===== src/robotCmdPkg.sv =====
package robotCmdPkg;

    // Motion commands on the 3-bit select input
    typedef enum logic [2:0] {
        Stop      = 3'b000,               // Both wheels idle
        Left      = 3'b001,               // Spin left
        Right     = 3'b010,               // Spin right
        FwdSlow   = 3'b011,               // Forward, 0.05
        FwdMedium = 3'b100,               // Forward, 0.25
        FwdFast   = 3'b101                // Forward, 0.5
    } cmdCode_t;

    localparam int MaxMsgLen = 27;        // Longest text, the turns
    typedef logic [4:0] msgIndex_t;       // Character position in a text

    // Text lengths in bytes, newline included
    localparam logic [7:0] LenStop      = 8'd20;
    localparam logic [7:0] LenLeft      = 8'd27;
    localparam logic [7:0] LenRight     = 8'd27;
    localparam logic [7:0] LenFwdSlow   = 8'd26;
    localparam logic [7:0] LenFwdMedium = 8'd26;
    localparam logic [7:0] LenFwdFast   = 8'd24;

    // ASCII characters of the JSON texts
    localparam logic [7:0] ChBraceOpen  = 8'h7B; // {
    localparam logic [7:0] ChBraceClose = 8'h7D; // }
    localparam logic [7:0] ChQuote      = 8'h22; // "
    localparam logic [7:0] ChColon      = 8'h3A; // :
    localparam logic [7:0] ChComma      = 8'h2C; // ,
    localparam logic [7:0] ChMinus      = 8'h2D; // -
    localparam logic [7:0] ChDot        = 8'h2E; // .
    localparam logic [7:0] ChZero       = 8'h30; // 0
    localparam logic [7:0] ChOne        = 8'h31; // 1
    localparam logic [7:0] ChTwo        = 8'h32; // 2
    localparam logic [7:0] ChFive       = 8'h35; // 5
    localparam logic [7:0] ChT          = 8'h54; // Throttle key
    localparam logic [7:0] ChL          = 8'h4C; // Left wheel key
    localparam logic [7:0] ChR          = 8'h52; // Right wheel key
    localparam logic [7:0] ChNewline    = 8'h0A; // Message terminator
    localparam logic [7:0] ChNul        = 8'h00; // Pad past the end

endpackage


===== src/uartPkg.sv =====
package uartPkg;

    // Parity bit setting of the serial frame
    typedef enum logic [1:0] {
        ParityNone = 2'b00,               // No parity bit in the frame
        ParityEven = 2'b01,               // Total ones count even
        ParityOdd  = 2'b10                // Total ones count odd
    } parityMode_t;

    // Frame layout, LSB first on the line
    localparam int DataBits  = 8;         // Payload width
    localparam int StartBits = 1;         // Low level
    localparam int StopBits  = 1;         // High level

endpackage


===== src/commandRom.sv =====
`timescale 1ns/1ps

module commandRom import robotCmdPkg::*; (
    input  cmdCode_t   cmd,               // Command latched for this message
    input  msgIndex_t  index,             // Character position, 0 is the brace
    output logic [7:0] msgLength,         // Bytes in the selected text
    output logic [7:0] charByte           // Character at index
);

    localparam int TextBits = 8 * MaxMsgLen; // Flat text, left justified

    logic [8*11-1:0]     headText;        // {"T":1,"L":
    logic [8*5-1:0]      midText;         // ,"R":
    logic [8*2-1:0]      tailText;        // }\n
    logic [TextBits-1:0] textFlat;        // Selected text, first char on top

    // Pieces shared by every text
    assign headText = {ChBraceOpen,
                       ChQuote, ChT, ChQuote, ChColon, ChOne,   // Throttle always 1
                       ChComma,
                       ChQuote, ChL, ChQuote, ChColon};
    assign midText  = {ChComma, ChQuote, ChR, ChQuote, ChColon};
    assign tailText = {ChBraceClose, ChNewline};

    // Wheel speeds differ per command, short texts padded at the bottom
    always_comb begin
        case (cmd)
            Left: begin
                textFlat  = {headText,
                             ChMinus, ChZero, ChDot, ChTwo, ChZero, // -0.20
                             midText,
                             ChZero, ChDot, ChTwo, ChZero,          // 0.20
                             tailText};
                msgLength = LenLeft;
            end
            Right: begin
                textFlat  = {headText,
                             ChZero, ChDot, ChTwo, ChZero,          // 0.20
                             midText,
                             ChMinus, ChZero, ChDot, ChTwo, ChZero, // -0.20
                             tailText};
                msgLength = LenRight;
            end
            FwdSlow: begin
                textFlat  = {headText,
                             ChZero, ChDot, ChZero, ChFive,         // 0.05
                             midText,
                             ChZero, ChDot, ChZero, ChFive,         // 0.05
                             tailText,
                             ChNul};
                msgLength = LenFwdSlow;
            end
            FwdMedium: begin
                textFlat  = {headText,
                             ChZero, ChDot, ChTwo, ChFive,          // 0.25
                             midText,
                             ChZero, ChDot, ChTwo, ChFive,          // 0.25
                             tailText,
                             ChNul};
                msgLength = LenFwdMedium;
            end
            FwdFast: begin
                textFlat  = {headText,
                             ChZero, ChDot, ChFive,                 // 0.5
                             midText,
                             ChZero, ChDot, ChFive,                 // 0.5
                             tailText,
                             {3{ChNul}}};
                msgLength = LenFwdFast;
            end
            default: begin                // Stop, and the spare codes 110/111
                textFlat  = {headText,
                             ChZero,                                // 0
                             midText,
                             ChZero,                                // 0
                             tailText,
                             {7{ChNul}}};
                msgLength = LenStop;
            end
        endcase
    end

    // Index 0 sits in the top byte
    always_comb begin
        if (int'(index) < MaxMsgLen) begin
            charByte = textFlat[TextBits - 8 - 8 * int'(index) +: 8];
        end else begin
            charByte = ChNul;             // Past the longest text
        end
    end

endmodule


===== src/messageSequencer.sv =====
`timescale 1ns/1ps

module messageSequencer import robotCmdPkg::*; #(
    parameter int GapCycles = 0           // Idle cycles before each byte
) (
    input  logic       clk,
    input  logic       rst,
    input  logic [2:0] stateControl,      // Raw command select
    input  logic [7:0] msgLength,         // From the command table
    input  logic [7:0] charByte,          // From the command table
    input  logic       txReady,           // Transmitter idle level
    output cmdCode_t   latchedCmd,        // Held for a whole message
    output msgIndex_t  charIndex,         // Current character
    output logic [7:0] txByte,            // Byte offered to the transmitter
    output logic       byteStrobe,        // One cycle, only with txReady
    output logic       messageDone        // One cycle after the last frame
);

    localparam int GapW = (GapCycles > 1) ? $clog2(GapCycles) : 1;

    typedef enum logic [1:0] {
        SeqLoad,                          // Sample command, rewind index
        SeqGap,                           // Count idle cycles
        SeqSend,                          // Wait for txReady, strobe
        SeqFinish                         // Wait for the last frame to drain
    } seqState_t;

    localparam seqState_t NextByteState = (GapCycles == 0) ? SeqSend : SeqGap; // Gap skipped at zero

    seqState_t       state;
    logic [GapW-1:0] gapCount;
    logic            gapEnd;
    logic            lastChar;

    assign gapEnd   = (gapCount == GapW'(GapCycles - 1));
    assign lastChar = (8'(charIndex) == msgLength - 8'd1);

    assign txByte      = charByte;                      // Held with the index
    assign byteStrobe  = (state == SeqSend) && txReady;
    assign messageDone = (state == SeqFinish) && txReady;

    always_ff @(posedge clk or posedge rst) begin
        if (rst) begin
            state      <= SeqLoad;
            latchedCmd <= Stop;
            charIndex  <= '0;
            gapCount   <= '0;
        end else begin
            case (state)
                SeqLoad: begin
                    latchedCmd <= cmdCode_t'(stateControl); // Once per message
                    charIndex  <= '0;
                    gapCount   <= '0;
                    state      <= NextByteState;
                end
                SeqGap: begin
                    if (gapEnd) begin
                        state <= SeqSend;
                    end else begin
                        gapCount <= gapCount + 1'b1;
                    end
                end
                SeqSend: begin
                    if (txReady) begin                      // Byte taken this edge
                        gapCount <= '0;
                        if (lastChar) begin
                            state <= SeqFinish;
                        end else begin
                            charIndex <= charIndex + 1'b1;
                            state     <= NextByteState;
                        end
                    end
                end
                SeqFinish: begin
                    if (txReady) begin                      // Newline frame out
                        state <= SeqLoad;
                    end
                end
                default: state <= SeqLoad;
            endcase
        end
    end

endmodule


===== src/uartTx.sv =====
`timescale 1ns/1ps

module uartTx import uartPkg::*; #(
    parameter int          ClksPerBit = 434,        // 115200 baud at 50 MHz
    parameter parityMode_t Parity     = ParityNone
) (
    input  logic                clk,
    input  logic                rst,
    input  logic [DataBits-1:0] txByte,             // Sampled on the strobe
    input  logic                byteStrobe,
    output logic                txLine,             // Idle high
    output logic                txReady             // High while idle
);

    localparam int ParityBits = (Parity == ParityNone) ? 0 : 1;
    localparam int FrameBits  = StartBits + DataBits + ParityBits + StopBits;
    localparam int TimerW     = $clog2(ClksPerBit + 1);
    localparam int CountW     = $clog2(FrameBits);
    localparam int ShiftW     = DataBits + 1 + StopBits; // Data, parity slot, stop

    logic [TimerW-1:0] bitTimer;          // Cycles within one bit
    logic [CountW-1:0] bitCount;          // Bit currently on the line
    logic [ShiftW-1:0] shiftReg;          // Bits still to send after start
    logic              parityBit;
    logic              busy;
    logic              accept;
    logic              bitEnd;            // Last cycle of a bit
    logic              frameEnd;          // Last bit of the frame

    assign accept   = byteStrobe && !busy;
    assign txReady  = !busy;
    assign bitEnd   = (bitTimer == TimerW'(ClksPerBit - 1));
    assign frameEnd = (bitCount == CountW'(FrameBits - 1));

    // Parity from the byte being accepted
    always_comb begin
        case (Parity)
            ParityEven: parityBit = ^txByte;
            ParityOdd:  parityBit = ~^txByte;
            default:    parityBit = 1'b1;   // Slot becomes the stop level
        endcase
    end

    always_ff @(posedge clk or posedge rst) begin
        if (rst) begin
            busy     <= 1'b0;
            txLine   <= 1'b1;
            bitTimer <= '0;
            bitCount <= '0;
        end else if (accept) begin
            busy     <= 1'b1;
            txLine   <= 1'b0;                           // Start bit next cycle
            bitTimer <= '0;
            bitCount <= '0;
        end else if (busy) begin
            if (bitEnd) begin
                bitTimer <= '0;
                if (frameEnd) begin
                    busy   <= 1'b0;                     // Ready after the stop bit
                    txLine <= 1'b1;
                end else begin
                    bitCount <= bitCount + 1'b1;
                    txLine   <= shiftReg[0];            // LSB first
                end
            end else begin
                bitTimer <= bitTimer + 1'b1;
            end
        end
    end

    // Frame payload, ones shifted in from the top
    always_ff @(posedge clk) begin
        if (accept) begin
            shiftReg <= {{StopBits{1'b1}}, parityBit, txByte};
        end else if (busy && bitEnd && !frameEnd) begin
            shiftReg <= {1'b1, shiftReg[ShiftW-1:1]};
        end
    end

endmodule


===== src/jsonUartTop.sv =====
`timescale 1ns/1ps

module jsonUartTop import robotCmdPkg::*, uartPkg::*; #(
    parameter int          ClksPerBit = 434,        // Bit time in clocks
    parameter parityMode_t Parity     = ParityNone,
    parameter int          GapCycles  = 0           // Idle cycles per byte
) (
    input  logic       clk,
    input  logic       rst,
    input  logic [2:0] stateControl,                // Motion command select
    output logic       txLine,                      // Serial output
    output logic       messageDone                  // End of each message
);

    cmdCode_t   latchedCmd;               // Command of the running message
    msgIndex_t  charIndex;
    logic [7:0] msgLength;
    logic [7:0] charByte;
    logic [7:0] txByte;
    logic       byteStrobe;
    logic       txReady;

    messageSequencer #(
        .GapCycles    (GapCycles)
    ) uSequencer (
        .clk          (clk),
        .rst          (rst),
        .stateControl (stateControl),
        .msgLength    (msgLength),
        .charByte     (charByte),
        .txReady      (txReady),
        .latchedCmd   (latchedCmd),
        .charIndex    (charIndex),
        .txByte       (txByte),
        .byteStrobe   (byteStrobe),
        .messageDone  (messageDone)
    );

    // JSON text table, combinational
    commandRom uRom (
        .cmd          (latchedCmd),
        .index        (charIndex),
        .msgLength    (msgLength),
        .charByte     (charByte)
    );

    uartTx #(
        .ClksPerBit   (ClksPerBit),
        .Parity       (Parity)
    ) uTx (
        .clk          (clk),
        .rst          (rst),
        .txByte       (txByte),
        .byteStrobe   (byteStrobe),
        .txLine       (txLine),
        .txReady      (txReady)
    );

endmodule


===== config.mk =====
export PLATFORM = sky130hd
export DESIGN_NAME = jsonUartTop
export DESIGN_NICKNAME = d
export VERILOG_FILES = /design/src/robotCmdPkg.sv /design/src/uartPkg.sv /design/src/commandRom.sv /design/src/messageSequencer.sv /design/src/uartTx.sv /design/src/jsonUartTop.sv
export SDC_FILE = /design/constraint.sdc
export NUM_CORES = 1
export LEC_CHECK = 0
export BUFFER_PORTS_ARGS = -buffer_cell sky130_fd_sc_hd__buf_2
export CORE_UTILIZATION = 35
export CTS_CLUSTER_DIAMETER = 100
export DETAILED_ROUTE_END_ITERATION = 8
export PLACE_DENSITY = 0.5
export SYNTH_ARGS = -nofsm -noshare
export SYNTH_HDL_FRONTEND = slang
export SYNTH_SLANG_ARGS = --single-unit

===== constraint.sdc =====
create_clock -name clk -period 3.6 [get_ports clk]
set_input_delay 0.54 -clock clk [delete_from_list [all_inputs] [get_ports clk]]
set_output_delay 0.54 -clock clk [all_outputs]
set_load 0.03 [all_outputs]

* Word level (Yosys, flattened, before mapping)
Cells that the tools add are included.
** Storage, ports and cells
- Flip-flop bits (word level) :: 34
- Latch bits :: 0
- Bits in writable memories :: 0
- ROM bits :: 0
- Input port bits :: 5
- Output and inout bits :: 2
- Word-level logic and storage cells :: 84
- Memories :: 0
** Cells by class
- $add $sub $neg :: 6
- Multiply operators :: 0
- Div/mod/pow operators :: 0
- $lt $le $gt $ge :: 1
- Eq/ne operators :: 16
- Shifts and indexed selects :: 1
- Mux-type cells :: 31
- Bitwise operators :: 0
- Reductions and logical operators :: 20
** Operators by type and width (count)
- 125-bit one-hot mux with 5 select lines :: 1
- 216-bit by 32-bit indexed part select with 8-bit output :: 1
- 9-bit 2-to-1 mux :: 3
- 8-bit 2-to-1 mux :: 3
- 4-bit 2-to-1 mux :: 4
- 4-bit one-hot mux with 3 select lines :: 1
- 1-bit 2-to-1 mux :: 11
- 5-bit 2-to-1 mux :: 2
- 5-bit one-hot mux with 2 select lines :: 1
- 9-bit by 1-bit adder with 9-bit output, second input constant :: 1
- 9-bit == test, second input constant :: 1
- 3-bit AND reduction :: 3
- 8-bit by 8-bit subtractor with 9-bit output, first input constant :: 1
- 5-bit by 8-bit == test with 1-bit output :: 1
- 2-bit one-hot mux with 4 select lines :: 1
- 2-bit nonzero test :: 4
- 8-bit by 1-bit subtractor with 8-bit output, second input constant :: 1
- 3-bit by 2-bit == test with 1-bit output, second input constant :: 2
- 3-bit == test, second input constant :: 2
- 2-bit 2-to-1 mux :: 3
- 2-bit inequality test, second input constant :: 3
- 5-bit by 1-bit adder with 5-bit output, second input constant :: 1
- 1-bit logical AND :: 5
- 5-bit < comparator, second input constant :: 1
- other kinds (13) :: 18

* Longest topological paths before layout
- Word-level depth :: 8
- Mapped depth :: 12
- Mapped depth without buffers :: 10

* Cells and area by module
From an unflattened synthesis, not the netlist that was laid out.
** Unflattened totals
- Cells, all modules :: 484
- Area, all modules :: 3734.8 sq um
** Modules (own cells, without submodules)
- commandRom :: instances 1, cells an instance 269, area an instance 1699.1 sq um, seq. area each 0.0 sq um
- uartTx :: instances 1, cells an instance 116, area an instance 1167.4 sq um, seq. area each 616.8 sq um
- messageSequencer :: instances 1, cells an instance 99, area an instance 868.3 sq um, seq. area each 275.3 sq um

* Least setup slack after synthesis
No wires, ideal clock.
- Kind :: reg2reg
- From :: reg uSequencer.latchedCmd[0]
- To :: reg uSequencer.charIndex[4]
- Setup time :: 0.078 ns
- Data arrival time :: 2.231 ns
- Required time :: 3.522 ns
- Slack :: 1.291 ns
- Stages on the path, launching flop included :: 13
- Buffers on the path :: 2
- Period minus slack after synthesis :: 2.309 ns
- Cell sequence :: dfrtp_1 buf_6 or3_4 and2_1 inv_1 ha_1 xnor2_1 nor3b_1 a211oi_2 nor4_2 buf_6 o21ai_0 a21oi_1
** Between the ends
- Longest elaborated chain between the ends :: 7
** RTL lines
- from (decl) :: line messageSequencer.sv:12 : output cmdCode_t latchedCmd,
- from (signal assigned) :: line messageSequencer.sv:45 : latchedCmd <= Stop;
- from (signal assigned) :: line messageSequencer.sv:51 : latchedCmd <= cmdCode_t'(stateControl);
- 3-bit by 2-bit == test with 1-bit output, or another cell as far along :: line commandRom.sv:27 : case (cmd)
- 2-bit OR reduction (no source line)
- 4-bit one-hot mux with 3 select lines * :: line commandRom.sv:27
- 8-bit by 1-bit subtractor with 8-bit output * :: line messageSequencer.sv:36 : assign lastChar = (8'(charIndex) == msgLength - 8'd1);
- 5-bit by 8-bit == test with 1-bit output * :: line messageSequencer.sv:36
- 2-bit inequality test (no source line) *
- 3-bit AND reduction (no source line) *
- to (signal assigned) :: line messageSequencer.sv:69 : charIndex <= charIndex + 1'b1;
- to (decl) :: line messageSequencer.sv:13 : output msgIndex_t charIndex,
Mark *: on every way between the ends. The rest lies on a longest branch, timed or not.
A chain may end at the register's enable or synchronous reset.

* Worst setup path after layout
- From :: reg uSequencer.charIndex[1]
- To :: reg uTx.shiftReg[3] (data pin)
** Between the ends
- Longest elaborated chain between the ends :: 4
** RTL lines
- 8-bit by 8-bit subtractor with 9-bit output :: line commandRom.sv:86 : charByte = textFlat[TextBits - 8 - 8 * int'(index) +: 8];
- 216-bit by 32-bit indexed part select with 8-bit output :: line commandRom.sv:86
- 8-bit 2-to-1 mux * :: line commandRom.sv:85 : if (int'(index) < MaxMsgLen) begin
- 8-bit 2-to-1 mux * :: line uartTx.sv:73 : if (accept) begin
- to (signal assigned) :: line uartTx.sv:74 : shiftReg <= {{StopBits{1'b1}}, parityBit, txByte};
- to (signal assigned) :: line uartTx.sv:76 : shiftReg <= {1'b1, shiftReg[ShiftW-1:1]};
- to (decl) :: line uartTx.sv:23 : logic [ShiftW-1:0] shiftReg;
Marked as above.

==> results.toml <==
[status]
status = "completed"

[cts]
cts_tree = "yes"
path_clk_slew_ns = 0.07
cts_root_buf = "clkbuf_8"
cts_hold_buf = 0
cts-buffers-inserted = 5
post_cts_buffers = 0
cts_resized = 0
worstSkewPairLatency_ns = 0.28
cts_max_level = 2
cts_buffer_depth = 2
cts.sinks = 34

[route]
wire_per_inst_um = 16.7
drt_iter0_markers = 427
drc = 0
drt-total-wl_mm = 8.36
drt_first_pass_iters = 5
ant_nets = 0
via_per_inst = 6.07
vias = 3035

[yosys]
synth_cell_types = 70
ys_ff_latch = 34
syn_area_um2 = 3140
synthTopCellsByCount = "nand2_1, o21ai_0, nor2_1, a21oi_1, dfrtp_1"
synth_top_area_cell = "dfrtp_1"
syn-instance-count = 405
synth_top_area_share = 0.199
synth-edff-count = 8
seq_area_frac_synth = 0.284
synth.avg_cell_area_um2 = 7.76
synth_most_common_cell = "nand2_1"
synth_top_flop_cell = "dfrtp_1"
synthArstFlopShare = 0.765
yosys_warnings = 0
ys_top_cells_by_area = "dfrtp_1, edfxtp_1, o21ai_0, nand2_1, a21oi_1"
synth_fp_nets = 416

[sta]
setup_slack_ns = 0.749
slew_viol_final = 0
final-hold-violation-count = 0
min_period_ns = 2.85
fin_tns_setup_ns = 0
rsz0062_at_grt = "no"
relSlewSlack = 0.339
tightest_slew_ns = 0.990
setup_violations = 0
max_freq_mhz = 351
finalCritPeriodShare = 0.792
fin_skew_ns = 0.00346

[min_path]
hold_class = "primary input to async pin"

[grt]
grt_usage = 0.184
grt_max_degree = 42
antenna_found_initial = 0
grt_pass1_vias = 2734
grt.overflow.total = 0
grt_pass1_wl_mm = 14.2

[floorplanning]
die_w_um = 96.7
coreArea_um2 = 8720
dieArea_um2 = 9360
num_rows = 34
ios = 7
initial_core_util = 0.360
dieHeight_um = 96.7

[place]
dp_hpwl_mm = 5.83
pre_cts_slack_ns = 0.773
gp_congestion = 0.898
numPortBuffers = 6

[setup_path]
cp_max_fo = 13
critPathSlowestCell = "xor2_2"
cp_common_cell = "a221o_1"
endpoint_kind = "register"
cp_cell_sequence = "ha_1, xor2_2, nor2_1, nor4_1, a221o_1, a221oi_1, a221o_1"
cp.arrival_ns = 2.89
critPathKind = "register to register"
cp-start-kind = "register"
required_ns = 3.64
critical-path-max-stage-delay_ns = 0.55

[layout]
final_core_util = 0.374
fin_nets = 402
antenna_cells = 0
fillerInstances = 888
multi_input_area_um2 = 2000
drive_above_1_share = 0.102
area_growth_pct = 3.74
seqCellArea_um2 = 892

[power]
ir_drop_mv = 0.141
power.leakage_nw = 1.24
powerDensity_nw_per_um2 = 238

[job]
cap_violations = 0
[per-layer routing]
metal | vias up | track usage | routed length, um
met2 | 114 | 0.272 | 3620
met4 | 0 | 0.0654 | 220
li1 | 1466 | - | -
met1 | 1438 | 0.276 | 4070
met3 | 17 | 0.0202 | 448
met5 | - | 0 | 0
[flip-flops by register name (all words and copies together) (netlist names)]
register and count:
uTx.bitTimer 9, uTx.shiftReg 8, uSequencer.gapCount 1, uTx.busy 1
uTx.bitCount 4, uSequencer.charIndex 5, uSequencer.state 2, uSequencer.latchedCmd 3
uTx.txLine 1
[worst paths after layout]
| path | from | end | slack (ns) | cells past startpoint |
|---|---|---|---|---|
| max in group asynchronous | rst | uSequencer.latchedCmd[0] | 2.52 | 2 |
| hold reg to reg | uTx.txLine | uTx.txLine | 0.48 | 2 |
| setup / recovery | uSequencer.charIndex[1] | uTx.shiftReg[3] | 0.75 | 7 |
| min in group clk | uTx.txLine | uTx.txLine | 0.48 | 2 |
| setup reg to reg | uSequencer.charIndex[1] | uTx.shiftReg[3] | 0.75 | 7 |
| hold / removal | rst | uTx.bitCount[1] | 0.48 | 2 |
[stage by stage]
stage	cell area, um^2	power, mW	std cells	hold slack (ns)
4_1_cts	3260	0.791	500	0.478
3_5_place_dp	3160	0.483	492	0.489
3_3_place_gp	3160	0.484	492	0.480
5_1_grt	3260	0.818	500	0.479
6_report	3260	0.776	500	0.482
2_1_floorplan	3140	0.467	405	0.457
[placed cells by master, fill, tap and decap left out, types with 7 or more instances in the layout]
cell and n:
nand2_1 49, o21ai_0 39, nor2_1 35, a21oi_1 27, dfrtp_1 25, nand3_1 21, nand2b_1 11, nor3_1 10
buf_4 10, nor2b_1 9, inv_1 9, edfxtp_1 8, o31ai_1 7, xnor2_1 7
[final cells by class]
type	instances	area share
timing repair buffer	16	0.0322
multi-input combinational	325	0.613
sequential	34	0.274
inverter	9	0.0104
clock buffer	6	0.0253
clock inverter	2	0.00384
tap	108	0.0415
[critical path: cells and delay by family (launching register included)]
family	cells	cell delay [ns]
compound gates	3	0.58
xor+xnor	1	0.55
flops	1	0.50
simple gates	2	0.54
fa+ha+maj	1	0.45
[cells by family (layout without fill, tap and decap cells)]
group / after synthesis / after routing / synth area share
simple gates: 168 / 168 / 0.267
compound gates: 131 / 131 / 0.274
buf+inv: 46 / 33 / 0.0800
flops: 34 / 34 / 0.284
xor+xnor: 16 / 16 / 0.0577
fa+ha+maj: 6 / 6 / 0.0239
mux: 4 / 4 / 0.0139
[power by group]
group	internal, mW	leakage [nW]	switching (mW)
logic	0.0293	0.792	0.0496
clock network	0.154	0.0472	0.146
registers	0.394	0.402	0.00268
No activity file was read; power rests on OpenSTA's default activity.
